--- config.mk ---
export PLATFORM = sky130hd
export DESIGN_NAME = rx_ddc_chan
export DESIGN_NICKNAME = d
export VERILOG_FILES = /design/src/hdl/rx_pkg.sv /design/src/hdl/rx_ddc_chan.sv
export SDC_FILE = /design/constraint.sdc
export NUM_CORES = 1
export LEC_CHECK = 0
export BUFFER_PORTS_ARGS = -buffer_cell sky130_fd_sc_hd__buf_2
export CAP_MARGIN = 10
export CORE_ASPECT_RATIO = 0.7
export CORE_MARGIN = 4
export CORE_UTILIZATION = 66
export CTS_BUF_LIST = sky130_fd_sc_hd__clkbuf_4
export DETAILED_ROUTE_END_ITERATION = 16
export PLACE_DENSITY = 0.84
export SLEW_MARGIN = 10
export SYNTH_ARGS = -nofsm -noshare
export SYNTH_HDL_FRONTEND = slang
export SYNTH_SLANG_ARGS = --single-unit
--- constraint.sdc ---
create_clock -name cpu_clk -period 11 [get_ports cpu_clk]
set_clock_uncertainty 0.2 [all_clocks]
set_input_delay 2.2 -clock cpu_clk [delete_from_list [all_inputs] [get_ports cpu_clk]]
set_output_delay 2.2 -clock cpu_clk [all_outputs]
set_load 0.01 [all_outputs]
--- src/hdl/rx_pkg.sv ---
// package with command opcodes, oscillator table and shared width constants
package rx_pkg;

	// signed ADC sample width
	localparam int ADC_BITS = 14;

	// width of a buffered word and of each I or Q output
	localparam int SAMP_BITS = 16;

	// phase accumulator and tuning word width
	localparam int FREQ_BITS = 32;

	// top phase bits that address the oscillator table
	localparam int LUT_BITS = 4;

	// width of one signed table entry
	localparam int LUT_W = 12;

	// products are scaled down by this arithmetic shift before they are summed
	localparam int MIX_SHIFT = 11;

	// width of the programmed sample-set count
	localparam int NSAMPS_BITS = 7;

	// command port opcodes, value 3 is unused
	localparam logic [1:0] OP_SET_CHAN   = 2'd0;
	localparam logic [1:0] OP_SET_FREQ   = 2'd1;
	localparam logic [1:0] OP_SET_NSAMPS = 2'd2;

	// one full cosine cycle in sixteen steps, full scale 2047
	// entry k+4 is cos(x + pi/2) which is the negative sine used for Q
	localparam logic signed [LUT_W-1:0] COS_LUT [0:2**LUT_BITS-1] = '{
		12'sd2047,  12'sd1891,  12'sd1447,  12'sd783,
		12'sd0,    -12'sd783,  -12'sd1447, -12'sd1891,
		-12'sd2047, -12'sd1891, -12'sd1447, -12'sd783,
		12'sd0,     12'sd783,   12'sd1447,  12'sd1891
	};

endpackage

--- src/hdl/rx_ddc_chan.sv ---
// one down-converter channel with phase accumulator, table mixer and decimating integrator
`timescale 1ns/1ps

module rx_ddc_chan #(
	parameter int DECIM = 16
) (
	input  logic                                cpu_clk,
	input  logic                                rst_i,
	input  logic signed [rx_pkg::ADC_BITS-1:0]  adc_data_i,
	input  logic                                freq_wr_i,
	input  logic [rx_pkg::FREQ_BITS-1:0]        freq_word_i,
	input  logic                                rd_q_i,
	output logic                                avail_o,
	output logic [rx_pkg::SAMP_BITS-1:0]        dout_o
);

	// full product width, the shifted value is kept at this width too
	localparam int PROD_W = rx_pkg::ADC_BITS + rx_pkg::LUT_W;
	// room for DECIM products without overflow
	localparam int ACC_W  = PROD_W + $clog2(DECIM);
	localparam int CNT_W  = $clog2(DECIM);
	// a quarter cycle in table steps turns cosine into negative sine
	localparam logic [rx_pkg::LUT_BITS-1:0] QTR = rx_pkg::LUT_BITS'(2**(rx_pkg::LUT_BITS-2));

	logic [rx_pkg::FREQ_BITS-1:0] phase;
	logic [rx_pkg::FREQ_BITS-1:0] tune;
	logic [rx_pkg::LUT_BITS-1:0]  idx_i;
	logic [rx_pkg::LUT_BITS-1:0]  idx_q;
	logic signed [rx_pkg::LUT_W-1:0] cos_i;
	logic signed [rx_pkg::LUT_W-1:0] cos_q;
	logic signed [PROD_W-1:0]     prod_i;
	logic signed [PROD_W-1:0]     prod_q;
	logic signed [ACC_W-1:0]      acc_i;
	logic signed [ACC_W-1:0]      acc_q;
	logic signed [ACC_W-1:0]      sum_i;
	logic signed [ACC_W-1:0]      sum_q;
	logic [CNT_W-1:0]             cnt;
	logic                         dump;
	logic [rx_pkg::SAMP_BITS-1:0] i_word;
	logic [rx_pkg::SAMP_BITS-1:0] q_word;

	// the table is addressed by the top phase bits
	assign idx_i = phase[rx_pkg::FREQ_BITS-1 -: rx_pkg::LUT_BITS];
	assign idx_q = idx_i + QTR;
	assign cos_i = rx_pkg::COS_LUT[idx_i];
	assign cos_q = rx_pkg::COS_LUT[idx_q];

	// mix and scale, the arithmetic shift keeps the sign
	assign prod_i = (adc_data_i * cos_i) >>> rx_pkg::MIX_SHIFT;
	assign prod_q = (adc_data_i * cos_q) >>> rx_pkg::MIX_SHIFT;

	// running sums including the sample on this edge
	assign sum_i = acc_i + prod_i;
	assign sum_q = acc_q + prod_q;

	// after reset the channel runs as if it had been written with tuning word zero
	// a frequency write restarts phase, sums and counter so the next sample is term one
	always_ff @(posedge cpu_clk)
	begin
		if (rst_i || freq_wr_i)
		begin
			phase <= '0;
			acc_i <= '0;
			acc_q <= '0;
			cnt   <= '0;
			dump  <= 1'b0;
		end
		else
		begin
			phase <= phase + tune;
			dump  <= (cnt == CNT_W'(DECIM - 1));
			if (cnt == CNT_W'(DECIM - 1))
			begin
				// last term of the set, start the next set from empty sums
				cnt   <= '0;
				acc_i <= '0;
				acc_q <= '0;
			end
			else
			begin
				cnt   <= cnt + 1'b1;
				acc_i <= sum_i;
				acc_q <= sum_q;
			end
		end
	end

	// tuning word register, cleared by reset
	always_ff @(posedge cpu_clk)
	begin
		if (rst_i)
		begin
			tune <= '0;
		end
		else if (freq_wr_i)
		begin
			tune <= freq_word_i;
		end
	end

	// finished sums are truncated to the buffer word width
	always_ff @(posedge cpu_clk)
	begin
		if (cnt == CNT_W'(DECIM - 1))
		begin
			i_word <= sum_i[rx_pkg::SAMP_BITS-1:0];
			q_word <= sum_q[rx_pkg::SAMP_BITS-1:0];
		end
	end

	// avail comes one cycle after the sums are registered, giving DECIM + 1 latency
	always_ff @(posedge cpu_clk)
	begin
		if (rst_i)
		begin
			avail_o <= 1'b0;
		end
		else
		begin
			avail_o <= dump;
		end
	end

	// the collector reads I first and then Q
	assign dout_o = rd_q_i ? q_word : i_word;

	// a set always spans several samples so avail can never be two cycles wide
	a_avail_single: assert property (@(posedge cpu_clk) disable iff (rst_i)
		avail_o |=> !avail_o);

endmodule

==> impl_metrics.tcl <==
set metrics [dict create \
    status "complete, no violations" \
    htree_levels 4 \
    crit_required_ps 11110 \
    syn_area_um2 19100 \
    drt_iter0_drc 1146 \
    syn_area_per_cell_um2 9.19 \
    via_per_inst 5.71 \
    drive_gt1_share_pct 6.78 \
    path_delay_family "adder cells" \
    start_util_pct 67.8 \
    period_minus_slack_ps 9740 \
    postCtsSetupBuffers 0 \
    ys.flop_type "dfxtp_1" \
    final_cell_mix "inv_1 (417), fa_1 (315), nand2_1 (209)" \
    hold_path.class "flop to flop" \
    tightest_slew_ps 1130 \
    ys_seq_area_share_pct 15.7 \
    synth_cell_type_count 61 \
    setup_violations 0 \
    cpMaxStageDelayCell "dfxtp_1" \
    path_buf_inv 5 \
    end_kind "flop" \
    routed_wl_um 44700 \
    synth_nets 2620 \
    fp.dieH_um 150 \
    clock_sink_count 134 \
    cts_resized 0 \
    grt_pass1_vias 14800 \
    vias 14300 \
    dp_hpwl_um 36500 \
    clk_latency_ps 580 \
    cts-root-buf "clkbuf_4" \
    fin_tns_setup_ps 0 \
    fp.coreArea_um2 28200 \
    cp_max_fo 22 \
    clk_pin_slew_worst_paths_ps 110 \
    slowest_delay_ps 880 \
    track_usage_pct 29.7 \
    cap_violations 0 \
    ctsHoldBuffers 0 \
    slew_headroom_pct 25.0 \
    die-area_um2 31800 \
    yosysTopAreaCellShare_pct 33.0 \
    rsz0062_at_grt "false" \
    synth_area_leaders "fa_1 (33%), ha_1 (11%), dfxtp_1 (11%)" \
    route.detailed.drc 0 \
    final_common_cell "inv_1" \
    fillerInstances 2079 \
    synthArstFlopShare_pct 0 \
    nets 2651 \
    yosysTopAreaCell "fa_1" \
    cts_tree "built" \
    place_ws_ps 1230 \
    synth_edf_count 32 \
    setup_ws_ps 1260 \
    path_class "flop to flop" \
    synth_cells 2081 \
    crit_path_start_kind "flop" \
    row_count 51 \
    drv_slew 0 \
    ctsLongestPathBuffers 2 \
    pin_count 67 \
    period_share_pct 88.6 \
    ys_ff_latch 134 \
    arrival_ps 9850 \
    overflow 0 \
    antenna_left 0 \
    grt_pass1_wl_um 75000 \
    port_buffers 66 \
    grt_max_degree 37 \
    die_w_um 211 \
    hold_viol 0 \
    detail_route.wl_per_cell_um 17.9 \
    yosys_warnings 0 \
    antenna_found_initial 2 \
    fmax_ghz 0.103 \
    place_congestion 0.998 \
    first_pass_iters 7 \
    syn_to_final_growth_pct 4.85 \
    cts_buffers 17 \
]
==> registers in the layout, indices dropped and copies added, names as in the netlist <==
name and count:
acc_i 16, phase 32, tune 32, dump 1, q_word 16, i_word 16
avail_o 1, acc_q 16, cnt 4
==> metal layers <==
layer | track usage, % | wire, um
met1 | 41.9 | 18900
met3 | 10.7 | 4950
met2 | 44.6 | 19900
met5 | 0 | 13
met4 | 6.79 | 871
==> per-stage QoR <==
stage               hold slack, ps  cell area, um^2  utilization (%)  cells
CTS                            258            20100             71.1   2496
floorplan                      214            19100                -   2081
global route                   275            20100             71.1   2497
detailed placement             231            19800             70.2   2464
finish                         256            20100             71.1   2497
global placement               230            19800             70.2   2464
==> final timing paths <==
path	startpoint	endpoint	slack, ps	cells after the start
hold / removal	dump$_SDFF_PP0_	avail_o$_SDFF_PP0_	260	1
setup / recovery	phase[30]$_SDFF_PP0_	q_word[15]$_DFFE_PP_	1260	27
hold reg to reg	dump$_SDFF_PP0_	avail_o$_SDFF_PP0_	260	1
setup reg to reg	phase[30]$_SDFF_PP0_	q_word[15]$_DFFE_PP_	1260	27
==> synthesized netlist by cell type, drive strengths merged (4+ instances only) <==
| cell type | instances |
|---|---|
| nand3 | 22 |
| ha | 174 |
| a31oi | 18 |
| o211ai | 11 |
| nor2b | 8 |
| nand2b | 34 |
| or3 | 9 |
| o21a | 16 |
| dfxtp | 102 |
| a211o | 4 |
| clkbuf | 69 |
| o21bai | 10 |
| inv | 417 |
| a2111oi | 5 |
| a21oi | 56 |
| nand4 | 4 |
| a211oi | 14 |
| fa | 315 |
| nand2 | 209 |
| a21o | 25 |
| nor3 | 27 |
| and2 | 110 |
| nor2 | 117 |
| mux2i | 43 |
| edfxtp | 32 |
| xnor2 | 71 |
| or2 | 4 |
| xor2 | 23 |
| mux2 | 18 |
| o21ai | 50 |
| and3 | 32 |
==> cells by family after synthesis <==
kind of cell,count (synthesis),synth area share (%)
AND/OR/NAND/NOR,584,14.6
flip-flops,134,15.7
AO/OA/AOI/OAI,228,8.03
multiplexers,62,3.43
adder cells (fa/ha/maj),489,44.3
XOR/XNOR,94,4.30
buffers and inverters,490,9.61
==> final cells by class <==
type / count / area, um^2 / area share, %
Sequential cell: 134 / 3000 / 15.0
Inverter: 418 / 1570 / 7.82
Tap cell: 371 / 464 / 2.31
Antenna cell: 1 / 2.50 / 0.0125
Clock buffer: 21 / 158 / 0.786
Clock inverter: 11 / 109 / 0.543
Multi-Input combinational cell: 1457 / 14300 / 71.2
Timing Repair Buffer: 84 / 465 / 2.32
Power is left out: the tool's default activity adds up to more than one toggle a clock period on the data nets, which glitch-free logic cannot reach.
