==> config.mk <==
export PLATFORM = sky130hd
export DESIGN_NAME = rx_collector
export DESIGN_NICKNAME = d
export VERILOG_FILES = /design/src/hdl/rx_pkg.sv /design/src/hdl/rx_collector.sv
export SDC_FILE = /design/constraint.sdc
export NUM_CORES = 1
export LEC_CHECK = 0
export BUFFER_PORTS_ARGS = -buffer_cell sky130_fd_sc_hd__buf_2
export CORE_UTILIZATION = 32
export CTS_BUF_LIST = sky130_fd_sc_hd__clkbuf_8
export CTS_CLUSTER_SIZE = 28
export DETAILED_ROUTE_END_ITERATION = 7
export PLACE_DENSITY = 0.71
export SETUP_SLACK_MARGIN = 0.05
export SLEW_MARGIN = 20
export SYNTH_ARGS = -nofsm -noshare
export SYNTH_HDL_FRONTEND = slang
export SYNTH_SLANG_ARGS = --single-unit
export TNS_END_PERCENT = 5
==> constraint.sdc <==
create_clock -name cpu_clk -period 1.95 [get_ports cpu_clk]
set_input_delay 0.4875 -clock cpu_clk [delete_from_list [all_inputs] [get_ports cpu_clk]]
set_output_delay 0.4875 -clock cpu_clk [all_outputs]
set_load 0.02 [all_outputs]
==> src/hdl/rx_pkg.sv <==
// package with command opcodes, oscillator table and shared width constants
package rx_pkg;

	// signed ADC sample width
	localparam int ADC_BITS = 14;

	// width of a buffered word and of each I or Q output
	localparam int SAMP_BITS = 16;

	// phase accumulator and tuning word width
	localparam int FREQ_BITS = 32;

	// top phase bits that address the oscillator table
	localparam int LUT_BITS = 4;

	// width of one signed table entry
	localparam int LUT_W = 12;

	// products are scaled down by this arithmetic shift before they are summed
	localparam int MIX_SHIFT = 11;

	// width of the programmed sample-set count
	localparam int NSAMPS_BITS = 7;

	// command port opcodes, value 3 is unused
	localparam logic [1:0] OP_SET_CHAN   = 2'd0;
	localparam logic [1:0] OP_SET_FREQ   = 2'd1;
	localparam logic [1:0] OP_SET_NSAMPS = 2'd2;

	// one full cosine cycle in sixteen steps, full scale 2047
	// entry k+4 is cos(x + pi/2) which is the negative sine used for Q
	localparam logic signed [LUT_W-1:0] COS_LUT [0:2**LUT_BITS-1] = '{
		12'sd2047,  12'sd1891,  12'sd1447,  12'sd783,
		12'sd0,    -12'sd783,  -12'sd1447, -12'sd1891,
		-12'sd2047, -12'sd1891, -12'sd1447, -12'sd783,
		12'sd0,     12'sd783,   12'sd1447,  12'sd1891
	};

endpackage

==> src/hdl/rx_collector.sv <==
// transfer FSM that interleaves channel I/Q words into the buffer and counts sample sets
`timescale 1ns/1ps

module rx_collector #(
	parameter int RX_CHANS = 4
) (
	input  logic                                     cpu_clk,
	input  logic                                     rst_i,
	input  logic                                     avail_i,
	input  logic [RX_CHANS*rx_pkg::SAMP_BITS-1:0]    chan_dout_i,
	input  logic [rx_pkg::NSAMPS_BITS-1:0]           nsamps_i,
	output logic                                     rd_q_o,
	output logic                                     buf_wr_o,
	output logic [rx_pkg::SAMP_BITS-1:0]             buf_wdata_o,
	output logic                                     swap_o
);

	localparam int CHAN_W = (RX_CHANS > 1) ? $clog2(RX_CHANS) : 1;
	localparam logic [CHAN_W-1:0] LAST_CHAN = CHAN_W'(RX_CHANS - 1);

	logic                           busy;
	logic [CHAN_W-1:0]              chan;
	logic                           q_phase;
	logic                           last_word;
	logic [rx_pkg::NSAMPS_BITS-1:0] set_cnt;

	// the Q word of the highest channel ends the transfer
	assign last_word = q_phase && (chan == LAST_CHAN);

	// all channels share the I/Q select, the word is then picked by channel index
	assign rd_q_o      = q_phase;
	assign buf_wr_o    = busy;
	assign buf_wdata_o = chan_dout_i[chan*rx_pkg::SAMP_BITS +: rx_pkg::SAMP_BITS];

	// the transfer starts on the cycle after avail and writes one word per cycle
	// order is ch0 I, ch0 Q, ch1 I and so on
	always_ff @(posedge cpu_clk)
	begin
		if (rst_i)
		begin
			busy    <= 1'b0;
			chan    <= '0;
			q_phase <= 1'b0;
			set_cnt <= '0;
			swap_o  <= 1'b0;
		end
		else
		begin
			swap_o <= 1'b0;
			if (busy)
			begin
				q_phase <= ~q_phase;
				if (q_phase)
				begin
					chan <= chan + 1'b1;
				end
				if (last_word)
				begin
					busy <= 1'b0;
					chan <= '0;
					// one full set is in, swap once the programmed count is reached
					if (set_cnt == nsamps_i)
					begin
						swap_o  <= 1'b1;
						set_cnt <= '0;
					end
					else
					begin
						set_cnt <= set_cnt + 1'b1;
					end
				end
			end
			else if (avail_i)
			begin
				busy    <= 1'b1;
				chan    <= '0;
				q_phase <= 1'b0;
			end
		end
	end

	// DECIM must leave room for the whole interleave before the channels deliver again
	a_no_overrun: assert property (@(posedge cpu_clk) disable iff (rst_i)
		avail_i |=> (!avail_i) [* 2*RX_CHANS]);

endmodule

==> metrics.md, run 1 <==
| Metric | Value |
|---|---|
| R2r startpoint | `chan[0]` |
| Worst IR drop on VDD | `0.3529 mV` |
| Clk root buf | `clkbuf_8` |
| Kind of critical path | `register to output pin` |
| CTS H-Tree Depth | `1` |
| Largest net degree at the start of global routing | `18` |
| Clock period minus final worst setup slack | `1918 ps` |
| Lkg Pwr | `0.7379 nW` |
| Final hold violations | `0` |
| CTS sink cnt | `12` |
| # DRC | `10` |
| Final wirelength | `3133 um` |
| CTS tree | `done` |
| Post-synth EDFFs | `0` |
| Status | `finished, violations left` |
| Chip height | `57.90 um` |
| Crit. Startpoint | `chan[0]` |
| Failing checks | `design-rule violations` |
| Vias | `1,100` |
| Vias/cell | `5.366` |
| PD cells | `455.2 nW/um^2` |
| Post-synth ARST share | `0` |
| Hold Crit Start | `avail_i` |
| Distinct cells, synth | `20` |
| Synth Area in Simple Gates | `0.1640` |
| FF-to-FF path depth | `6` |
| Synth Area per Inst | `12.34 um^2` |
| Skew final | `2.520 ps` |
| Compound-Gate Fraction of Synth Area | `0.01752` |
| Worst Path Arrival | `1430 ps` |
| Chip Width | `57.90 um` |
| Layout area overhead | `67.33%` |
| Drt wl/cell | `15.28 um` |
| Initial DRC Count | `39` |
| Post-synthesis instance area | `999.7 um^2` |
| CTS max path bufs | `2` |
| Hpwl dp | `2484 um` |
| RR Endpoint | `set_cnt[2]` |
| Antenna diode count | `0` |
| Util after Layout | `0.5864` |
| Num rows | `19` |
| Endpoint class of the critical path | `output pin` |
| Gp weighted congestion | `0.7978` |
| Req. time, crit path | `1460 ps` |
| Net Count, Synth | `157` |
| Xor/xnor share of the synthesized area | `0.1139` |
| Mapped Cells | `81` |
| Reg2reg setup slack | `200 ps` |
| Rel. slew slack | `0.7585` |
| Core area | `2853 um^2` |
| Vias in the first global route | `1,025` |
| Critical path endpoint | `buf_wdata_o[15]` |
| Largest family of logic cells by synthesized area | `multiplexers` |
| Routed Antenna Nets | `0` |
| DRT Pass-1 Iters | `6` |
| Reg clk slew, reported paths | `50 ps` |
| Hold_buf cts | `0` |
| # port buffers | `92` |
| Register area share after synthesis | `0.2403` |
| Share of cells above drive strength 1 | `0.6954` |
| Least-Margin Pin Slew | `361.1 ps` |
| Post-synthesis mux area share | `0.3905` |
| Fmax achieved | `521.5 MHz` |
| Final Max Tran Viols | `0` |
| Yosys warns | `0` |
| Fin crit share | `0.9835` |
| Total CTS buffers | `3` |
| First-pass GRT wire length | `4505 um` |
| Clk_lat worst skew | `240 ps` |
| GRT overflow | `0` |
| Total Power | `0.7615 mW` |
| Setup tns final | `0 ps` |
| Initial antenna violation count | `0` |
| Max cap viols | `0` |
| Startpoint Class | `register` |
| Post-synthesis register bit count | `12` |
| Most used DFF post-synth | `dfxtp_1` |
| CP Max Fanout | `6` |
| Gr usage total | `0.1755` |
| I/O pin cnt | `93` |
| Hold Path Class | `primary input to register` |
| Starting density of the core | `0.3504` |
| RSZ-0062 raised after global routing | `true` |
| Final setup viols | `0` |
| Synth Area in Adders | `0.02503` |
| Final nets | `251` |
| Die area | `3352 um^2` |
==> layout by cell type (no fill, tap or decap), drive strengths merged <==
master,count
nand4,6
xnor2,9
nor4,1
buf,95
and3,1
ha,2
nor3,9
a32oi,2
nand2,1
xor2,4
clkbuf,5
nor2,7
mux4,16
nand3,1
dfxtp,12
mux2i,3
==> what timing repair did <==
item                                    in CTS  in global routing
endpoints found under the setup margin      16                 16
buffers inserted                             0                  0
gates resized for setup                     25                 10
gates cloned                                 0                  1
==> worst max-delay path, cell delays in order, from the launching register on <==
cell and delay [ps]:
dfxtp_4 380, clkbuf_16 160, mux4_2 510, buf_6 150
==> flip-flops by register name, indices dropped and copies added, names as in the netlist <==
name / flops
rd_q_o: 1
swap_o: 1
set_cnt: 7
buf_wr_o: 1
chan: 2
==> worst min path at each step <==
stage | endpoint | slack, ps | cells after the start
6_report | buf_wr_o | 540 | 3
3_3_place_gp | set_cnt[6] | 560 | 2
2_1_floorplan | set_cnt[6] | 530 | 2
4_1_cts | buf_wr_o | 550 | 3
5_1_grt | buf_wr_o | 590 | 3
3_5_place_dp | set_cnt[6] | 550 | 2
==> cells by family (layout without fill, tap and decap cells) <==
family,Yosys count,in the layout
xor gates and xnor gates,13,13
muxes,19,19
adders and majority gates,2,2
DFF,12,12
buffers and inverters,7,100
and+or+nand+nor,26,26
AOI/OAI and AO/OA,2,2
==> routing by layer <==
layer,share of wire,global-route usage,vias up
met1,0.35,0.1643,516
li1,-,-,511
met2,0.55,0.3563,63
met4,0.019,0.06463,0
met3,0.086,0.04464,10
met5,0,0,-
==> synthesized netlist by cell type, types with 2 or more instances <==
library cell | n | share of area
a32oi_1 | 2 | 0.018
buf_2 | 3 | 0.015
buf_6 | 2 | 0.023
dfxtp_1 | 12 | 0.24
ha_1 | 2 | 0.025
mux2i_1 | 3 | 0.030
mux4_2 | 16 | 0.36
nand4_1 | 6 | 0.038
nor2_1 | 7 | 0.026
nor3_1 | 6 | 0.030
nor3_2 | 2 | 0.020
xnor2_1 | 9 | 0.079
xor2_1 | 4 | 0.035
==> metrics by stage <==
step | worst slack [ps] | instance area (um^2) | cells | hold WS (ps)
2_1_floorplan | 202.0 | 999.7 | 81 | 531.2
3_3_place_gp | 252.4 | 1485 | 200 | 555.3
3_5_place_dp | 166.2 | 1485 | 200 | 549.8
4_1_cts | 15.86 | 1617 | 204 | 551.5
5_1_grt | -4.214 | 1673 | 205 | 589.5
6_report | 32.27 | 1673 | 205 | 536.0
==> power breakdown <==
part           internal (mW)  switching (mW)
Combinational          0.142          0.0935
Sequential             0.248         0.00675
Clock                  0.178          0.0929
Total                  0.568           0.193
==> cell type report <==
cell class	instances	area (um^2)
multi-input cells	62	710.7
fillers	224	1180
clock buffers	4	55.05
repair buffers	96	624.3
flip-flops and latches	12	244.0
well taps	31	38.79
Power figures use the tool's default switching activity.
==> run 2: changes to the inputs <==
Settings changed: CORE_ASPECT_RATIO set to 1.25, CORE_UTILIZATION 32 to 38, PLACE_DENSITY 0.71 to 0.82.
==> run 2 against run 1 <==
Effect of this change:
- the flow finishes with violations (negative setup slack)
- highest routed layer unchanged
- critical path type unchanged
- global-route usage rose by 8.3 points
- clock skew about the same
- maximum frequency fell by 2.7%
- critical path depth stayed put
- sequential share of layout area up 0.37 points
- clock power shrank 2%
- worst hold slack worse by 2.4 ps
- register-to-register slack better by 150 ps
- power fell by 1.8%
- combinational power down 4%
- non-clock buffer count increased by 1
==> metrics.md, run 2 (synthesis results as in run 1) <==
| Metric | Value |
|---|---|
| Status | `finished, violations left` |
| Failing checks | `negative setup slack` |
| I/O pin cnt | `93` |
| Chip Width | `47.88 um` |
| Final hold violations | `0` |
| # DRC | `0` |
| Final wirelength | `3512 um` |
| Hold Path Class | `register to register` |
| Commonest non-fill, non-tap cell in the layout | `buf_2` |
| Grt peak-use layer | `met2` |
| Vias | `1,122` |
| Largest register FFs | `7` |
| Met2 GRT Util | `0.4517` |
| RR Endpoint | `set_cnt[4]` |
| Psw | `0.1920 mW` |
| Num rows | `20` |
| R2r startpoint | `chan[0]` |
| Final nets | `252` |
| Clock period minus final worst setup slack | `1971 ps` |
| CTS sink cnt | `12` |
| First-pass GRT wire length | `5071 um` |
| Rel. slew slack | `0.7546` |
| Hpwl dp | `2709 um` |
| Kind of critical path | `register to output pin` |
| Hold Crit Start | `chan[1]` |
| Max cap viols | `0` |
| Clock power frac | `0.356` |
| Fin Hold WS | `533.5 ps` |
| Hold depth | `2` |
| Endpoint class of the critical path | `output pin` |
| RSZ-0062 raised after global routing | `true` |
| Sw Ratio | `0.2568` |
| Pre-CTS setup slack | `164.3 ps` |
| Crit. Startpoint | `chan[0]` |
| GRT overflow | `0` |
| Fin crit share | `1.011` |
| Setup tns final | `-21.40 ps` |
| DRT Pass-1 Iters | `4` |
| Seq pwr share | `0.343` |
| # placed instances | `202` |
| CTS max path bufs | `2` |
| Clk_lat worst skew | `240 ps` |
| Vias/cell | `5.394` |
| Worst Path Arrival | `1480 ps` |
| Least-Margin Pin Slew | `367.0 ps` |
| Core area | `2452 um^2` |
| Non-filler cells, final | `208` |
| Largest net degree at the start of global routing | `17` |
| Final setup viols | `1` |
| Initial antenna violation count | `0` |
| Layout area overhead | `63.20%` |
| Drt wl/cell | `16.88 um` |
| Comb power frac | `0.301` |
| # port buffers | `92` |
| Share of cells above drive strength 1 | `0.6971` |
| Initial DRC Count | `23` |
| FF-to-FF path depth | `7` |
| Worst Hold End | `chan[1]` |
| CTS tree | `done` |
| Total Power | `0.7476 mW` |
| Worst IR drop on VDD | `0.5002 mV` |
| Skew final | `2.403 ps` |
| Gr usage total | `0.2584` |
| Lkg Pwr | `0.7266 nW` |
| CP Max Fanout | `8` |
| Req. time, crit path | `1460 ps` |
| Reg clk slew, reported paths | `50 ps` |
| Vias in the first global route | `1,149` |
| Routed Antenna Nets | `0` |
| Starting density of the core | `0.4077` |
| Pint | `0.5556 mW` |
| Antenna diode count | `0` |
| M1 GR Usage | `0.2573` |
| Total CTS buffers | `3` |
| Top reg by flops | `set_cnt` |
| Chip height | `59.35 um` |
| Met3 capacity usage during global routing | `0.1006` |
| Gp weighted congestion | `0.8473` |
| Commonest non-fill, non-tap cells in the layout | `buf_2 (84), mux4_2 (16), dfxtp_1 (11), xnor2_1 (9), buf_6 (8)` |
| Final Worst Setup Slack | `-21.40 ps` |
| Die area | `2841 um^2` |
| PD cells | `458.2 nW/um^2` |
| Fmax achieved | `507.3 MHz` |
| Final Max Tran Viols | `0` |
| Startpoint Class | `register` |
| CTS H-Tree Depth | `1` |
| Clk root buf | `clkbuf_8` |
| Reg2reg setup slack | `350 ps` |
| Biggest regs | `set_cnt x7, chan x2` |
run 2: how the worst max path moves through the flow:
stage / to / depth (start not counted)
global route: buf_wdata_o[9] / 3
global placement: buf_wdata_o[1] / 3
CTS: buf_wdata_o[9] / 3
detailed placement: buf_wdata_o[15] / 3
floorplan: buf_wdata_o[0] / 3
finish: buf_wdata_o[10] / 3
run 2: cell type report:
type | count | area (um^2)
well taps | 33 | 41.29
multi-input cells | 62 | 710.7
fillers | 191 | 820.8
clock buffers | 4 | 55.05
flip-flops and latches | 12 | 244.0
repair buffers | 97 | 580.6
run 2: metrics by stage:
step / util / cell area (um^2)
after CTS: 0.6561 / 1609
after global routing: 0.6653 / 1632
after global placement: 0.6066 / 1488
after detailed placement: 0.6066 / 1488
final: 0.6653 / 1632
after floorplan: - / 999.7
run 2: power groups by stage:
stage | logic [mW] | clock network (mW) | registers [mW]
after floorplan | 0.0985 | 0 | 0.261
after global placement | 0.192 | 0 | 0.261
after detailed placement | 0.201 | 0 | 0.261
after CTS | 0.215 | 0.271 | 0.256
after global routing | 0.242 | 0.284 | 0.257
final | 0.225 | 0.266 | 0.256
run 2: critical path, stage by stage (launching register included):
cell and delay (ps):
dfxtp_4 390, buf_16 150, mux4_2 520, buf_2 180
run 2: what timing repair did:
action	in CTS	in global routing
endpoints found under the setup margin	16	16
hold buffers	0	0
resized for setup	12	7
pin swaps	0	0
gates cloned	1	0
buffers inserted	1	0
run 2: per-layer routing:
layer / share of wire / up-vias
met3: 0.12 / 15
met4: 0.037 / 0
met1: 0.32 / 513
met2: 0.52 / 84
met5: 0 / -
li1: - / 510
==> run 3: changes to the inputs <==
Settings changed: RECOVER_POWER set to 25.
==> run 3 against run 2 <==
Effect of this change:
- the flow still finishes with violations (negative setup slack)
- sequential share of layout area about the same
- worst hold slack unchanged
- routed wire length did not move
- clock power hardly changed
- cell count unchanged
- clock skew did not move
- via count unchanged
- setup slack unchanged
- die area unchanged
- count of clock-buffer cells in the layout did not move
- maximum frequency stayed put
- critical path type unchanged
==> metrics.md, run 3 (synthesis results as in run 1) <==
| Metric | Value |
|---|---|
| Initial antenna violation count | `0` |
| CTS tree | `done` |
| Vias | `1,122` |
| Util after Layout | `0.6648` |
| Levels on crit path | `3` |
| Chip Width | `47.88 um` |
| Final Worst Setup Slack | `-21.40 ps` |
| CTS sink cnt | `12` |
| Max stage delay on crit path | `520 ps` |
| Core area | `2452 um^2` |
| Drt wl/cell | `16.88 um` |
| Final nets | `252` |
| Non-filler cells, final | `208` |
| Largest net degree at the start of global routing | `17` |
| Endpoint class of the critical path | `output pin` |
| Chip height | `59.35 um` |
| Starting density of the core | `0.4077` |
| Max cap viols | `0` |
| Status | `finished, violations left` |
| Delay-heaviest family, CP | `multiplexers` |
| Crit. Startpoint | `chan[0]` |
| # placed instances | `202` |
| Fin crit share | `1.011` |
| Startpoint Class | `register` |
| Reg2reg setup slack | `350 ps` |
| Top reg by flops | `set_cnt` |
| CP Max Fanout | `8` |
| Hold Path Class | `register to register` |
| Critical path endpoint | `buf_wdata_o[10]` |
| Gr usage total | `0.2584` |
| Kind of critical path | `register to output pin` |
| Vias in the first global route | `1,149` |
| Initial DRC Count | `29` |
| Hold Crit Start | `chan[1]` |
| Worst Path Arrival | `1480 ps` |
| Largest register FFs | `7` |
| # DRC | `0` |
| Clk root buf | `clkbuf_8` |
| Pre-CTS setup slack | `164.3 ps` |
| Reg clk slew, reported paths | `50 ps` |
| Final Max Tran Viols | `0` |
| DRT Pass-1 Iters | `4` |
| Commonest non-fill, non-tap cells in the layout | `buf_2 (83), mux4_2 (16), dfxtp_1 (11), xnor2_1 (9), buf_6 (8)` |
| Share of cells above drive strength 1 | `0.6914` |
| Failing checks | `negative setup slack` |
| Fmax achieved | `507.3 MHz` |
| RSZ-0062 raised after global routing | `true` |
| Gp weighted congestion | `0.8473` |
| CTS H-Tree Depth | `1` |
| Layout area overhead | `63.08%` |
| Biggest regs | `set_cnt x7, chan x2` |
| WP buf/inv | `2` |
| First-pass GRT wire length | `5071 um` |
| Vias/cell | `5.394` |
| Antenna diode count | `0` |
| Total CTS buffers | `3` |
| # port buffers | `92` |
| R2r startpoint | `chan[0]` |
| Rel. slew slack | `0.7546` |
| Hpwl dp | `2709 um` |
| Worst IR drop on VDD | `0.5002 mV` |
| Clk_lat worst skew | `240 ps` |
| Least-Margin Pin Slew | `367.0 ps` |
| Num rows | `20` |
| CTS max path bufs | `2` |
| CP Cell Sequence | `buf_16, mux4_2, buf_2` |
| Slowest CP cell | `mux4_2` |
| Skew final | `2.403 ps` |
| Final wirelength | `3512 um` |
| Hold_buf cts | `0` |
| I/O pin cnt | `93` |
| Die area | `2841 um^2` |
| Routed Antenna Nets | `0` |
| Req. time, crit path | `1460 ps` |
| Clock period minus final worst setup slack | `1971 ps` |
| PD cells | `458.5 nW/um^2` |
| Lkg Pwr | `0.7221 nW` |
| Final hold violations | `0` |
| FF-to-FF path depth | `7` |
| RR Endpoint | `set_cnt[4]` |
| GRT overflow | `0` |
| Commonest non-fill, non-tap cell in the layout | `buf_2` |
| Final setup viols | `1` |
## run 3: cell types whose count changed in the layout (fill, tap and decap cells not counted), sizes merged
cell	change
clkbuf	+1
buf	-1
## run 3: final cells by class
type / instances / area [um^2]
clock buffers: 4 / 55.05
repair buffers: 97 / 579.3
flip-flops and latches: 12 / 244.0
multi-input cells: 62 / 710.7
well taps: 33 / 41.29
fillers: 192 / 822.0
## run 3: how the worst min path moves through the flow
stage	end	depth (start not counted)	slack, ps
floorplan	set_cnt[6]	2	530
global placement	chan[1]	2	500
detailed placement	chan[1]	2	520
CTS	chan[1]	2	540
global route	buf_wr_o	3	580
finish	chan[1]	2	530
## run 3: what timing repair did
item | in CTS | in global routing
buffers inserted | 1 | 0
gates cloned | 1 | 0
gates resized for setup | 12 | 7
pin swaps | 0 | 0
setup endpoints to repair | 16 | 16
## run 3: worst register-to-register path, cell delays in order (launching register included)
cell and delay, ps:
dfxtp_4 390, buf_4 130, ha_1 180, and3_1 240, buf_4 180, nand4_1 120, xor2_1 200, nor3_2 50
## run 3: per-layer routing
| metal | wire, um | part of all wire | track usage | vias up |
|---|---|---|---|---|
| met5 | 0 | 0 | 0 | - |
| met1 | 1117 | 0.32 | 0.2573 | 513 |
| met3 | 438 | 0.12 | 0.1006 | 15 |
| met2 | 1827 | 0.52 | 0.4517 | 84 |
| met4 | 129 | 0.037 | 0.1151 | 0 |
| li1 | - | - | - | 510 |
## run 3: where the power goes
group | switching [mW] | internal [mW] | leakage, nW
Clock | 0.0882 | 0.178 | 0.0288
Combinational | 0.0959 | 0.129 | 0.595
Sequential | 0.00787 | 0.248 | 0.0980
Total | 0.192 | 0.556 | 0.722
## run 3: per-stage QoR
stage	total power, mW	hold slack, ps	instance area (um^2)	setup TNS, ps
3_5_place_dp	0.4620	521.4	1488	0
2_1_floorplan	0.3593	531.2	999.7	0
3_3_place_gp	0.4526	502.3	1488	0
5_1_grt	0.7829	580.4	1630	-393.7
6_report	0.7476	533.5	1630	-21.40
4_1_cts	0.7414	536.3	1609	0
