File: src/hdl/rx_pkg.sv
// package with command opcodes, oscillator table and shared width constants
package rx_pkg;

	// signed ADC sample width
	localparam int ADC_BITS = 14;

	// width of a buffered word and of each I or Q output
	localparam int SAMP_BITS = 16;

	// phase accumulator and tuning word width
	localparam int FREQ_BITS = 32;

	// top phase bits that address the oscillator table
	localparam int LUT_BITS = 4;

	// width of one signed table entry
	localparam int LUT_W = 12;

	// products are scaled down by this arithmetic shift before they are summed
	localparam int MIX_SHIFT = 11;

	// width of the programmed sample-set count
	localparam int NSAMPS_BITS = 7;

	// command port opcodes, value 3 is unused
	localparam logic [1:0] OP_SET_CHAN   = 2'd0;
	localparam logic [1:0] OP_SET_FREQ   = 2'd1;
	localparam logic [1:0] OP_SET_NSAMPS = 2'd2;

	// one full cosine cycle in sixteen steps, full scale 2047
	// entry k+4 is cos(x + pi/2) which is the negative sine used for Q
	localparam logic signed [LUT_W-1:0] COS_LUT [0:2**LUT_BITS-1] = '{
		12'sd2047,  12'sd1891,  12'sd1447,  12'sd783,
		12'sd0,    -12'sd783,  -12'sd1447, -12'sd1891,
		-12'sd2047, -12'sd1891, -12'sd1447, -12'sd783,
		12'sd0,     12'sd783,   12'sd1447,  12'sd1891
	};

endpackage

File: src/hdl/rx_cmd_regs.sv
// host command decoder with channel select, sample-set count and service-request flag
`timescale 1ns/1ps

module rx_cmd_regs #(
	parameter int RX_CHANS = 4
) (
	input  logic                               cpu_clk,
	input  logic                               rst_i,
	input  logic                               cmd_wr_i,
	input  logic [1:0]                         cmd_op_i,
	input  logic [rx_pkg::FREQ_BITS-1:0]       cmd_data_i,
	input  logic                               swap_i,
	input  logic                               srq_ack_i,
	output logic [RX_CHANS-1:0]                freq_wr_o,
	output logic [rx_pkg::FREQ_BITS-1:0]       freq_word_o,
	output logic [rx_pkg::NSAMPS_BITS-1:0]     nsamps_o,
	output logic                               srq_o
);

	// a single channel still needs a one bit select register
	localparam int CHAN_W = (RX_CHANS > 1) ? $clog2(RX_CHANS) : 1;

	logic [CHAN_W-1:0]   chan_sel;
	logic                set_chan;
	logic                set_freq;
	logic                set_nsamps;
	logic [RX_CHANS-1:0] chan_onehot;

	// every strobed command is taken in its own cycle, there is no busy state
	assign set_chan   = cmd_wr_i && (cmd_op_i == rx_pkg::OP_SET_CHAN);
	assign set_freq   = cmd_wr_i && (cmd_op_i == rx_pkg::OP_SET_FREQ);
	assign set_nsamps = cmd_wr_i && (cmd_op_i == rx_pkg::OP_SET_NSAMPS);

	// the stored channel index picks which channel sees the frequency write
	assign chan_onehot = RX_CHANS'(1) << chan_sel;

	// the write pulse is combinational so the channel loads on the strobe edge
	assign freq_wr_o = set_freq ? chan_onehot : '0;

	// the tuning word goes to all channels, only the pulsed one takes it
	assign freq_word_o = cmd_data_i;

	always_ff @(posedge cpu_clk)
	begin
		if (rst_i)
		begin
			chan_sel <= '0;
			nsamps_o <= '0;
		end
		else
		begin
			// low bits of the data word carry the channel index
			if (set_chan)
			begin
				chan_sel <= cmd_data_i[CHAN_W-1:0];
			end
			// a set is counted from zero so the swap comes every nsamps + 1 sets
			if (set_nsamps)
			begin
				nsamps_o <= cmd_data_i[rx_pkg::NSAMPS_BITS-1:0];
			end
		end
	end

	// service request follows a bank swap by one cycle and holds until the host acks
	// a swap in the same cycle as an ack leaves the flag set, since a new bank is ready
	always_ff @(posedge cpu_clk)
	begin
		if (rst_i)
		begin
			srq_o <= 1'b0;
		end
		else if (swap_i)
		begin
			srq_o <= 1'b1;
		end
		else if (srq_ack_i)
		begin
			srq_o <= 1'b0;
		end
	end

endmodule

File: config.mk
export PLATFORM = sky130hd
export DESIGN_NAME = rx_cmd_regs
export DESIGN_NICKNAME = d
export VERILOG_FILES = /design/src/hdl/rx_pkg.sv /design/src/hdl/rx_cmd_regs.sv
export SDC_FILE = /design/constraint.sdc
export NUM_CORES = 1
export LEC_CHECK = 0
export ABC_AREA = 1
export BUFFER_PORTS_ARGS = -buffer_cell sky130_fd_sc_hd__buf_2
export CORE_AREA = 2 2 53 55
export DETAILED_ROUTE_END_ITERATION = 8
export DIE_AREA = 0 0 55 57
export GPL_TIMING_DRIVEN = 0
export PLACE_DENSITY = 0.77
export SKIP_LAST_GASP = 1
export SLEW_MARGIN = 20
export SYNTH_ARGS = -nofsm -noshare
export SYNTH_HDL_FRONTEND = slang
export SYNTH_SLANG_ARGS = --single-unit
File: constraint.sdc
create_clock -name cpu_clk -period 0.8 [get_ports cpu_clk]
set_input_delay 0.08 -clock cpu_clk [delete_from_list [all_inputs] [get_ports cpu_clk]]
set_output_delay 0.08 -clock cpu_clk [all_outputs]
set_load 0.01 [all_outputs]
==> results of run 1 <==
-- metal layers --
metal / vias to the layer above / part of all wire
met5: - / 0
met4: 0 / 0
met3: 0 / 0.13
met2: 45 / 0.53
met1: 318 / 0.33
li1: 398 / -
-- worst paths after layout --
kind,startpoint,endpoint
worst max-delay path,chan_sel[0],freq_wr_o[3]
worst max register to register,chan_sel[0],chan_sel[0]
worst min-delay path,swap_i,srq_o
worst min register to register,srq_o,srq_o
-- timing repair --
action                                 in CTS  in global routing
endpoints found under the hold margin       1                  0
setup endpoints to repair                  12                 12
cloned                                      0                  0
gates resized for setup                    17                  9
pin swaps                                   2                  1
hold buffers                                1                  0
setup buffers                               0                  0
-- cells in the final DEF (no fill, tap or decap) --
cell           instances
nand3_4                1
inv_4                  1
buf_2                 49
nor2_1                19
dlygate4sd3_1          1
buf_4                 32
nor3_1                 1
dfxtp_4                2
clkinv_1               1
clkbuf_8               1
inv_1                 11
a21oi_1                3
inv_2                  1
nand2_1               17
buf_6                  9
dfxtp_2                8
nand3_1                2
clkbuf_4               3
nor3_2                 3
-- per-stage QoR --
step	hold slack [ns]	instance area (sq um)
after global routing	0.03746	1157
after floorplan	0.1524	701.9
after CTS	0.03179	1115
after global placement	0.2573	1026
final	0.03514	1157
after detailed placement	0.2619	1026
-- power groups by stage --
stage               logic, W  registers, W  clock network [W]
floorplan           0.000243      0.000561                  0
global placement    0.000404      0.000549                  0
detailed placement  0.000411      0.000551                  0
CTS                 0.000429      0.000548           0.000470
global route        0.000485      0.000551           0.000498
finish              0.000438      0.000548           0.000443
-- registers in the layout, indices dropped and copies added, names as in the netlist --
name	count
srq_o	1
chan_sel	2
nsamps_o	7
-- kinds of logic after synthesis --
| group | Yosys count | synth area share |
|---|---|---|
| AND/OR/NAND/NOR | 43 | 0.2603 |
| AO/OA/AOI/OAI | 3 | 0.02138 |
| buffers and inverters | 47 | 0.4332 |
| flip-flops | 10 | 0.2852 |
-- layout make-up --
class | count | area (sq um) | share of cell area
multi-input cells | 46 | 212.7 | 0.1838
well taps | 31 | 38.79 | 0.03351
flip-flops and latches | 10 | 217.7 | 0.1881
plain buffers | 33 | 251.5 | 0.2173
clock buffers | 4 | 36.28 | 0.03135
repair buffers | 58 | 345.3 | 0.2984
inverters | 14 | 55.05 | 0.04757
-- critical path, stage by stage, from the launching register on --
cell and delay, ns:
dfxtp_4 0.38, inv_4 0.04, nor3_2 0.14, buf_2 0.14
==> load_flow_metrics.sql, run 1 <==
INSERT INTO impl_metrics (metric_group, metric, value, unit) VALUES
('synth', 'synthesis.area', '701.9', 'sq um'),
('power_and_ir_drop', 'netSwitchingFraction', '0.2627', ''),
('cts', 'ctsLongestPathBuffers', '2', ''),
('power_and_ir_drop', 'leakage_power', '0.6765', 'nW'),
('synth', 'synthCells', '103', ''),
('synth', 'ys_seq_elements', '10', ''),
('cells_and_area', 'finalCoreUtilization', '0.4426', ''),
('synth', 'synth_enable_flop_cells', '0', ''),
('placement', 'dp_cells', '191', ''),
('power_and_ir_drop', 'comb_pwr_share', '0.307', ''),
('grt', 'grt.met3_usage', '0.03141', ''),
('route', 'post_drt_wl_per_cell', '7.974', 'um'),
('floorplanning', 'initial_utilization', '0.2684', ''),
('power_and_ir_drop', 'p_total', '0.001429', 'W'),
('setup_path', 'worst_r2r_path_depth', '2', ''),
('grt', 'grt_pass1_vias', '579', ''),
('grt', 'grt.busiest_layer', 'met2', ''),
('synth', 'ys_types', '11', ''),
('cts', 'path_clk_slew', '0.06', 'ns'),
('power_and_ir_drop', 'power_internal', '0.001054', 'W'),
('grt', 'global_route.usage.met1', '0.08766', ''),
('setup_path', 'critical_path_required', '0.72', 'ns'),
('power_and_ir_drop', 'power.density_cell_area', '1235', 'mW/mm^2'),
('cts', 'worst_skew_pair.late_latency', '0.25', 'ns'),
('synth', 'seq_area_frac_synth', '0.2852', ''),
('power_and_ir_drop', 'power.net_switching', '0.0003754', 'W'),
('power_and_ir_drop', 'share_clk_of_total_power', '0.310', ''),
('min_path', 'type_of_the_tightest_min_delay_check', 'primary input to register', ''),
('cts', 'htreeDepth', '1', ''),
('sta', 'finClkSkew', '0', 'ns'),
('power_and_ir_drop', 'seq_power_share', '0.383', ''),
('sta', 'setup_slack', '-0.2309', 'ns'),
('setup_path', 'critical_path_peak_fanout', '4', ''),
('floorplanning', 'fp.dieArea', '0.003135', 'sq mm'),
('route', 'drtIter0Drc', '0', ''),
('cells_and_area', 'fin_cells', '196', ''),
('cts', 'cts_made_buffers', '3', ''),
('sta', 'finalSetupViolations', '4', ''),
('setup_path', 'start_kind', 'register', ''),
('cells_and_area', 'antennaDiodeCount', '0', ''),
('synth', 'async_reset_ff_frac', '0', ''),
('cts', 'cts_root_buf', 'clkbuf_4', ''),
('cts', 'tritoncts_clock_tree', 'done', ''),
('sta', 'drv_slew', '0', ''),
('min_path', 'worst_hold_path_stage_count', '3', ''),
('route', 'remaining_drc_errors', '0', ''),
('synth', 'yosys.area.top_type', 'buf_4', ''),
('setup_path', 'endpoint_kind', 'output port', ''),
('sta', 'maxSlewHeadroom', '0.8386', ''),
('synth', 'synth_nets', '142', ''),
('status', 'violations_in_the_final_reports', 'negative setup slack', ''),
('sta', 'max_freq', '970.0', 'MHz'),
('route', 'first_pass_iters', '1', ''),
('grt', 'gr-total-overflow', '0', ''),
('floorplanning', 'boundaryPins', '83', ''),
('placement', 'place_ws', '-0.008888', 'ns'),
('setup_path', 'timing.critical_path.arrival', '0.95', 'ns'),
('grt', 'antenna_found_initial', '0', ''),
('grt', 'grtUsageTotal', '0.08978', ''),
('cells_and_area', 'nFillCells', '294', ''),
('floorplanning', 'die_width', '55', 'um'),
('cells_and_area', 'final_layout_size_suffix_gt1_frac', '0.6667', ''),
('sta', 'setup_repair_after_global_routing_missed_its_margin', 'true', ''),
('status', 'run_status', 'finished with violations', ''),
('route', 'ant_nets', '0', ''),
('sta', 'final.min_clock_period', '1.031', 'ns'),
('sta', 'fin_tns_setup', '-0.9169', 'ns'),
('synth', 'netlist_top_cells_count', '32 x buf_4, 19 x nor2_1, 17 x nand2_1', ''),
('synth', 'synth-warning-count', '0', ''),
('sta', 'final.period_utilization', '1.289', ''),
('floorplanning', 'core', '0.002615', 'sq mm');
No activity file was read; power rests on OpenSTA's default activity.
==> inputs of run 2 (changes only) <==
ABC_AREA = unset   (was 1)
CORE_AREA = 2 2 52 54   (was 2 2 53 55)
DIE_AREA = 0 0 54 56   (was 0 0 55 57)
PLACE_DENSITY = 0.81   (was 0.77)
==> load_flow_metrics.sql, run 2 <==
INSERT INTO impl_metrics (metric_group, metric, value, unit) VALUES
('cts', 'path_clk_slew', '0.07', 'ns'),
('setup_path', 'endpoint_kind', 'output port', ''),
('floorplanning', 'die_height', '56', 'um'),
('cells_and_area', 'final_layout_size_suffix_gt1_frac', '0.7917', ''),
('grt', 'grt_start_max_net_pins', '11', ''),
('synth', 'synth_nets', '118', ''),
('cells_and_area', 'layout_top_registers', 'nsamps_o x7, chan_sel x2, srq_o x1', ''),
('placement', 'dp_cells', '166', ''),
('cts', 'cts_made_buffers', '3', ''),
('cts', 'ctsLongestPathBuffers', '2', ''),
('sta', 'maxSlewHeadroom', '0.8007', ''),
('cts', 'htreeDepth', '1', ''),
('setup_path', 'critical_path.reg2reg.startpoint', 'nsamps_o[3]', ''),
('route', 'ant_nets', '0', ''),
('route', 'detailroute.via_count', '737', ''),
('cells_and_area', 'layout.nets', '184', ''),
('sta', 'final.period_utilization', '1.417', ''),
('cts', 'tritoncts_clock_tree', 'done', ''),
('synth', 'seq_area_frac_synth', '0.2787', ''),
('grt', 'grt_first_pass_wirelength', '2780', 'um'),
('grt', 'grtUsageTotal', '0.1233', ''),
('synth', 'synthesis.area', '718.2', 'sq um'),
('floorplanning', 'rows', '18', ''),
('route', 'drtIter0Drc', '4', ''),
('setup_path', 'sequence_of_cells_on_the_critical_path', 'nor4b_4 > buf_2', ''),
('sta', 'finalSetupViolations', '4', ''),
('route', 'first_pass_iters', '3', ''),
('cells_and_area', 'final_design_area_no_fill', '0.001211', 'sq mm'),
('setup_path', 'timing.critical_path.arrival', '1.05', 'ns'),
('setup_path', 'critical-path-slowest-cell', 'dfxtp_4', ''),
('sta', 'setup_slack', '-0.3335', 'ns'),
('sta', 'final_hold_viol_count', '0', ''),
('synth', 'netlist_top_cells_count', '33 x buf_4, 17 x nand2b_1, 10 x dfxtp_1', ''),
('synth', 'yosys.area.top_type', 'buf_4', ''),
('cts', 'worst_skew_pair.late_latency', '0.26', 'ns'),
('cells_and_area', 'nFillCells', '227', ''),
('synth', 'ys_seq_elements', '10', ''),
('power_and_ir_drop', 'leakage_power', '0.6341', 'nW'),
('cells_and_area', 'mostFrequentLayoutCells', '49 x buf_2, 37 x buf_4, 17 x nand2b_1', ''),
('cells_and_area', 'layout.cells.most_common', 'buf_2', ''),
('synth', 'async_reset_ff_frac', '0', ''),
('sta', 'final.min_clock_period', '1.133', 'ns'),
('synth', 'synthesis.area_per_instance', '9.091', 'sq um'),
('setup_path', 'worstReg2RegEnd', 'nsamps_o[3]', ''),
('synth', 'synth_enable_flop_cells', '0', ''),
('min_path', 'type_of_the_tightest_min_delay_check', 'primary input to register', ''),
('sta', 'setup_repair_after_global_routing_missed_its_margin', 'true', ''),
('synth', 'yosysMostFrequentCell', 'buf_4', ''),
('placement', 'dpl_hpwl', '1593', 'um'),
('floorplanning', 'core', '0.002432', 'sq mm'),
('power_and_ir_drop', 'irDropWorstVdd', '597.5', 'uV'),
('floorplanning', 'initial_utilization', '0.2953', ''),
('synth', 'post-synth-top-area-fraction', '0.3449', ''),
('placement', 'placement.cell_area', '0.001060', 'sq mm'),
('cts', 'ctsHoldBuffers', '0', ''),
('sta', 'final.hold.worst_slack', '0.06600', 'ns'),
('setup_path', 'critical_path_required', '0.72', 'ns'),
('grt', 'antenna_found_initial', '0', ''),
('floorplanning', 'die_width', '54', 'um'),
('cells_and_area', 'largest_register_ff_count', '7', ''),
('min_path', 'worst_hold_path_stage_count', '3', ''),
('setup_path', 'timing.reg2reg.setup_slack', '0.09', 'ns'),
('route', 'drt_via_density', '4.236', ''),
('flow_run', 'drv.max_cap_violation_count', '0', ''),
('min_path', 'min_from', 'swap_i', ''),
('cells_and_area', 'antennaDiodeCount', '0', ''),
('grt', 'grt_pass1_vias', '650', ''),
('synth', 'ys_types', '13', ''),
('status', 'violations_in_the_final_reports', 'negative setup slack', ''),
('sta', 'max_freq', '882.2', 'MHz'),
('synth', 'synth_flop_cell', 'dfxtp_1', ''),
('setup_path', 'worst_r2r_path_depth', '3', ''),
('floorplanning', 'boundaryPins', '83', ''),
('synth', 'post_synth_main_area_contributors', 'buf_4 34%, dfxtp_1 28%, nand2b_1 15%', ''),
('cts', 'cts_root_buf', 'clkbuf_4', ''),
('cells_and_area', 'register_with_the_most_flip_flops', 'nsamps_o', ''),
('setup_path', 'start_kind', 'register', ''),
('synth', 'synth-warning-count', '0', ''),
('power_and_ir_drop', 'power.density_cell_area', '1153', 'mW/mm^2'),
('cells_and_area', 'areaGrowthSynthToFinish', '68.64', '%'),
('cells_and_area', 'fin_cells', '174', ''),
('sta', 'finClkSkew', '0', 'ns'),
('grt', 'gr-total-overflow', '0', ''),
('sta', 'drv_slew', '0', ''),
('cells_and_area', 'finalCoreUtilization', '0.4979', ''),
('route', 'remaining_drc_errors', '0', ''),
('setup_path', 'worst-setup-path-type', 'register to output port', ''),
('status', 'run_status', 'finished with violations', ''),
('placement', 'port_buffers', '57', ''),
('placement', 'gpl.final_weighted_congestion', '0.6921', ''),
('min_path', 'timing.hold.worst_endpoint', 'srq_o', ''),
('floorplanning', 'fp.dieArea', '0.003024', 'sq mm'),
('sta', 'slew_at_the_pin_closest_to_its_max_slew_limit', '0.2990', 'ns'),
('route', 'post_drt_wl_per_cell', '11.55', 'um'),
('synth', 'synthCells', '79', ''),
('cts', 'clkSinkCount', '10', ''),
('setup_path', 'largest_stage_delay_worst_path', '0.37', 'ns'),
('route', 'routed_wl', '2010', 'um'),
('setup_path', 'critical_path_peak_fanout', '5', '');
run 2: changes by cell type after synthesis, moves of 2 or more:
cell	previous run	this run
nand2_1	17	1
nor2_1	19	0
inv_1	13	1
nor3_1	4	0
nand3_1	2	0
mux2i_1	0	9
a21oi_1	3	1
nand2b_1	0	17
nor4b_1	0	2
run 2: critical path: cells and delay by family, from the launching register on:
kind          cells  cell delay (ns)
simple gates      1             0.26
flops             1             0.37
buf+inv           1             0.17
run 2: area by class of cell:
class	count	area (sq um)	share of cell area
multi-input combinational	34	299.0	0.2469
buffer	34	251.5	0.2076
clock buffer	4	36.28	0.02996
timing repair buffer	61	365.4	0.3017
sequential	10	217.7	0.1798
tap	30	37.54	0.03099
inverter	1	3.754	0.003099
run 2: power breakdown:
part           total (W)  switching (W)  internal, W
Clock           0.000438       0.000162     0.000276
Combinational   0.000424       0.000168     0.000256
Sequential      0.000534      0.0000183     0.000516
run 2: metrics by stage:
step | total power, W | setup slack (ns) | setup TNS, ns
4_1_cts | 0.001399 | -0.3393 | -1.257
5_1_grt | 0.001481 | -0.3732 | -1.481
6_report | 0.001397 | -0.3335 | -1.247
3_3_place_gp | 0.0009269 | -0.05034 | -0.5140
3_5_place_dp | 0.0009374 | -0.1074 | -0.8684
2_1_floorplan | 0.0007822 | 0.02806 | 0
run 2: timing repair:
action,4_1_cts,5_1_grt
buffers inserted,1,3
gates resized for setup,16,6
setup endpoints to repair,10,12
pin swaps,3,1
run 2: cell families after synthesis:
kind of cell,synth area share
AOI/OAI and AO/OA,0.006962
buffers and inverters,0.3554
DFF,0.2787
muxes,0.1254
and+or+nand+nor,0.2334
run 2: layer usage:
| metal | track usage | up-vias | share of wire |
|---|---|---|---|
| met5 | 0 | - | 0 |
| met4 | 0.05357 | 0 | 0 |
| met3 | 0.02957 | 0 | 0.13 |
| met2 | 0.2334 | 48 | 0.57 |
| met1 | 0.1187 | 335 | 0.30 |
| li1 | - | 354 | - |
run 2: how the worst max path moves through the flow:
| stage | start | end | slack (ns) | cells after the start |
|---|---|---|---|---|
| final | chan_sel[0] | freq_wr_o[2] | -0.33 | 2 |
| after global routing | chan_sel[1] | freq_wr_o[1] | -0.37 | 2 |
| after CTS | chan_sel[0] | freq_wr_o[2] | -0.34 | 2 |
| after detailed placement | chan_sel[1] | freq_wr_o[2] | -0.11 | 2 |
| after global placement | cmd_op_i[1] | chan_sel[0] | -0.05 | 3 |
| after floorplan | chan_sel[0] | freq_wr_o[2] | 0.03 | 1 |
==> inputs of run 3 (changes only) <==
GPL_ROUTABILITY_DRIVEN = 0   (was unset)
SKIP_CTS_REPAIR_TIMING = 1   (was unset)
==> load_flow_metrics.sql, run 3 (synthesized netlist as in run 2, its figures left out) <==
INSERT INTO impl_metrics (metric_group, metric, value, unit) VALUES
('cells_and_area', 'multiInputGateArea', '290.3', 'sq um'),
('power_and_ir_drop', 'leakage_power', '0.6274', 'nW'),
('floorplanning', 'boundaryPins', '83', ''),
('flow_run', 'drv.max_cap_violation_count', '0', ''),
('setup_path', 'start_kind', 'register', ''),
('setup_path', 'critical-path-slowest-cell', 'dfxtp_2', ''),
('placement', 'port_buffers', '57', ''),
('cts', 'ctsLongestPathBuffers', '2', ''),
('cts', 'cts_made_buffers', '3', ''),
('cts', 'path_clk_slew', '0.06', 'ns'),
('cells_and_area', 'layout_top_registers', 'nsamps_o x7, chan_sel x2, srq_o x1', ''),
('cts', 'clkSinkCount', '10', ''),
('cells_and_area', 'mostFrequentLayoutCells', '50 x buf_2, 36 x buf_4, 17 x nand2b_1', ''),
('power_and_ir_drop', 'power.density_cell_area', '1172', 'mW/mm^2'),
('setup_path', 'critPathBufInv', '1', ''),
('cells_and_area', 'antennaDiodeCount', '0', ''),
('status', 'violations_in_the_final_reports', 'negative setup slack', ''),
('setup_path', 'timing.critical_path.arrival', '1.04', 'ns'),
('setup_path', 'endpoint_kind', 'output port', ''),
('floorplanning', 'rows', '18', ''),
('power_and_ir_drop', 'p_total', '0.001390', 'W'),
('cells_and_area', 'nFillCells', '232', ''),
('route', 'detailroute.via_count', '726', ''),
('sta', 'slew_at_the_pin_closest_to_its_max_slew_limit', '0.2960', 'ns'),
('setup_path', 'worst-setup-path-type', 'register to output port', ''),
('route', 'ant_nets', '0', ''),
('cells_and_area', 'register_with_the_most_flip_flops', 'nsamps_o', ''),
('cells_and_area', 'final_layout_size_suffix_gt1_frac', '0.7902', ''),
('floorplanning', 'die_height', '56', 'um'),
('cells_and_area', 'layout.nets', '183', ''),
('cells_and_area', 'register_area', '215.2', 'sq um'),
('route', 'remaining_drc_errors', '0', ''),
('setup_path', 'cp_top_family', 'flip-flops', ''),
('cts', 'htreeDepth', '1', ''),
('floorplanning', 'die_width', '54', 'um'),
('grt', 'grtUsageTotal', '0.1138', ''),
('setup_path', 'critical_path_peak_fanout', '5', ''),
('cts', 'cts_root_buf', 'clkbuf_4', ''),
('floorplanning', 'initial_utilization', '0.2953', ''),
('sta', 'maxSlewHeadroom', '0.8027', ''),
('cells_and_area', 'finalCoreUtilization', '0.4877', ''),
('cells_and_area', 'largest_register_ff_count', '7', ''),
('route', 'post_drt_wl_per_cell', '11.51', 'um'),
('grt', 'gr-total-overflow', '0', ''),
('placement', 'dpl_hpwl', '1593', 'um'),
('sta', 'drv_slew', '0', ''),
('sta', 'finClkSkew', '0', 'ns'),
('sta', 'final.min_clock_period', '1.119', 'ns'),
('sta', 'final.hold.worst_slack', '0.06451', 'ns'),
('cells_and_area', 'final_design_area_no_fill', '0.001186', 'sq mm'),
('sta', 'max_freq', '893.4', 'MHz'),
('cts', 'tritoncts_clock_tree', 'done', ''),
('setup_path', 'critical_path_required', '0.72', 'ns'),
('route', 'drtIter0Drc', '4', ''),
('setup_path', 'sequence_of_cells_on_the_critical_path', 'nor4b_4 > buf_2', ''),
('min_path', 'type_of_the_tightest_min_delay_check', 'primary input to register', ''),
('cells_and_area', 'areaGrowthSynthToFinish', '65.16', '%'),
('floorplanning', 'core', '0.002432', 'sq mm'),
('grt', 'grt_pass1_vias', '617', ''),
('sta', 'finalSetupViolations', '4', ''),
('grt', 'antenna_found_initial', '0', ''),
('power_and_ir_drop', 'irDropWorstVdd', '599.1', 'uV'),
('sta', 'final.period_utilization', '1.399', ''),
('status', 'run_status', 'finished with violations', ''),
('cells_and_area', 'layout.cells.most_common', 'buf_2', ''),
('grt', 'grt_start_max_net_pins', '11', ''),
('sta', 'final_hold_viol_count', '0', ''),
('route', 'routed_wl', '1992', 'um'),
('grt', 'grt_first_pass_wirelength', '2566', 'um'),
('route', 'drt_via_density', '4.197', ''),
('sta', 'setup_repair_after_global_routing_missed_its_margin', 'true', ''),
('sta', 'setup_slack', '-0.3194', 'ns'),
('placement', 'placement.cell_area', '0.001060', 'sq mm'),
('setup_path', 'largest_stage_delay_worst_path', '0.35', 'ns'),
('cts', 'worst_skew_pair.late_latency', '0.26', 'ns'),
('route', 'first_pass_iters', '4', ''),
('placement', 'place_ws', '-0.1074', 'ns'),
('floorplanning', 'fp.dieArea', '0.003024', 'sq mm');
## run 3: changes by cell type in the layout (fill, tap and decap cells not counted)
cell / before / now
dfxtp_2: 8 / 9
dfxtp_4: 2 / 1
nor4b_2: 0 / 1
nor4b_4: 2 / 1
buf_4: 37 / 36
buf_2: 49 / 50
buf_6: 8 / 7
## run 3: final cells by class
type	count	area share
tap	30	0.03165
buffer	34	0.2120
multi-input combinational	34	0.2447
inverter	1	0.003165
clock buffer	4	0.03059
timing repair buffer	60	0.2964
sequential	10	0.1814
## run 3: worst min-delay path, cell delays in order
cell and delay, ns:
buf_2 0.10, inv_1 0.04, a21oi_1 0.05
## run 3: stage by stage
| step | setup TNS (ns) | std cells |
|---|---|---|
| finish | -1.230 | 173 |
| global route | -1.501 | 173 |
| CTS | -1.600 | 170 |
| detailed placement | -0.8684 | 166 |
| global placement | -0.5140 | 166 |
| floorplan | 0 | 79 |
## run 3: power by group
group	internal [W]	total [W]	switching (W)
registers	0.000519	0.000536	0.0000175
logic	0.000252	0.000419	0.000166
clock network	0.000276	0.000436	0.000160
## run 3: worst paths after layout
check | cells after the start | startpoint | end | slack (ns)
worst min-delay path | 3 | swap_i | srq_o | 0.06
worst max-delay path | 2 | chan_sel[0] | freq_wr_o[2] | -0.32
worst min register to register | 2 | nsamps_o[2] | nsamps_o[2] | 0.48
worst max register to register | 3 | nsamps_o[3] | nsamps_o[3] | 0.09
## run 3: per-layer routing
metal | up-vias | part of all wire | GRT usage
met5 | - | 0 | 0
met4 | 0 | 0 | 0.05357
met3 | 0 | 0.12 | 0.02688
met2 | 48 | 0.56 | 0.2056
met1 | 328 | 0.31 | 0.1171
li1 | 350 | - | -
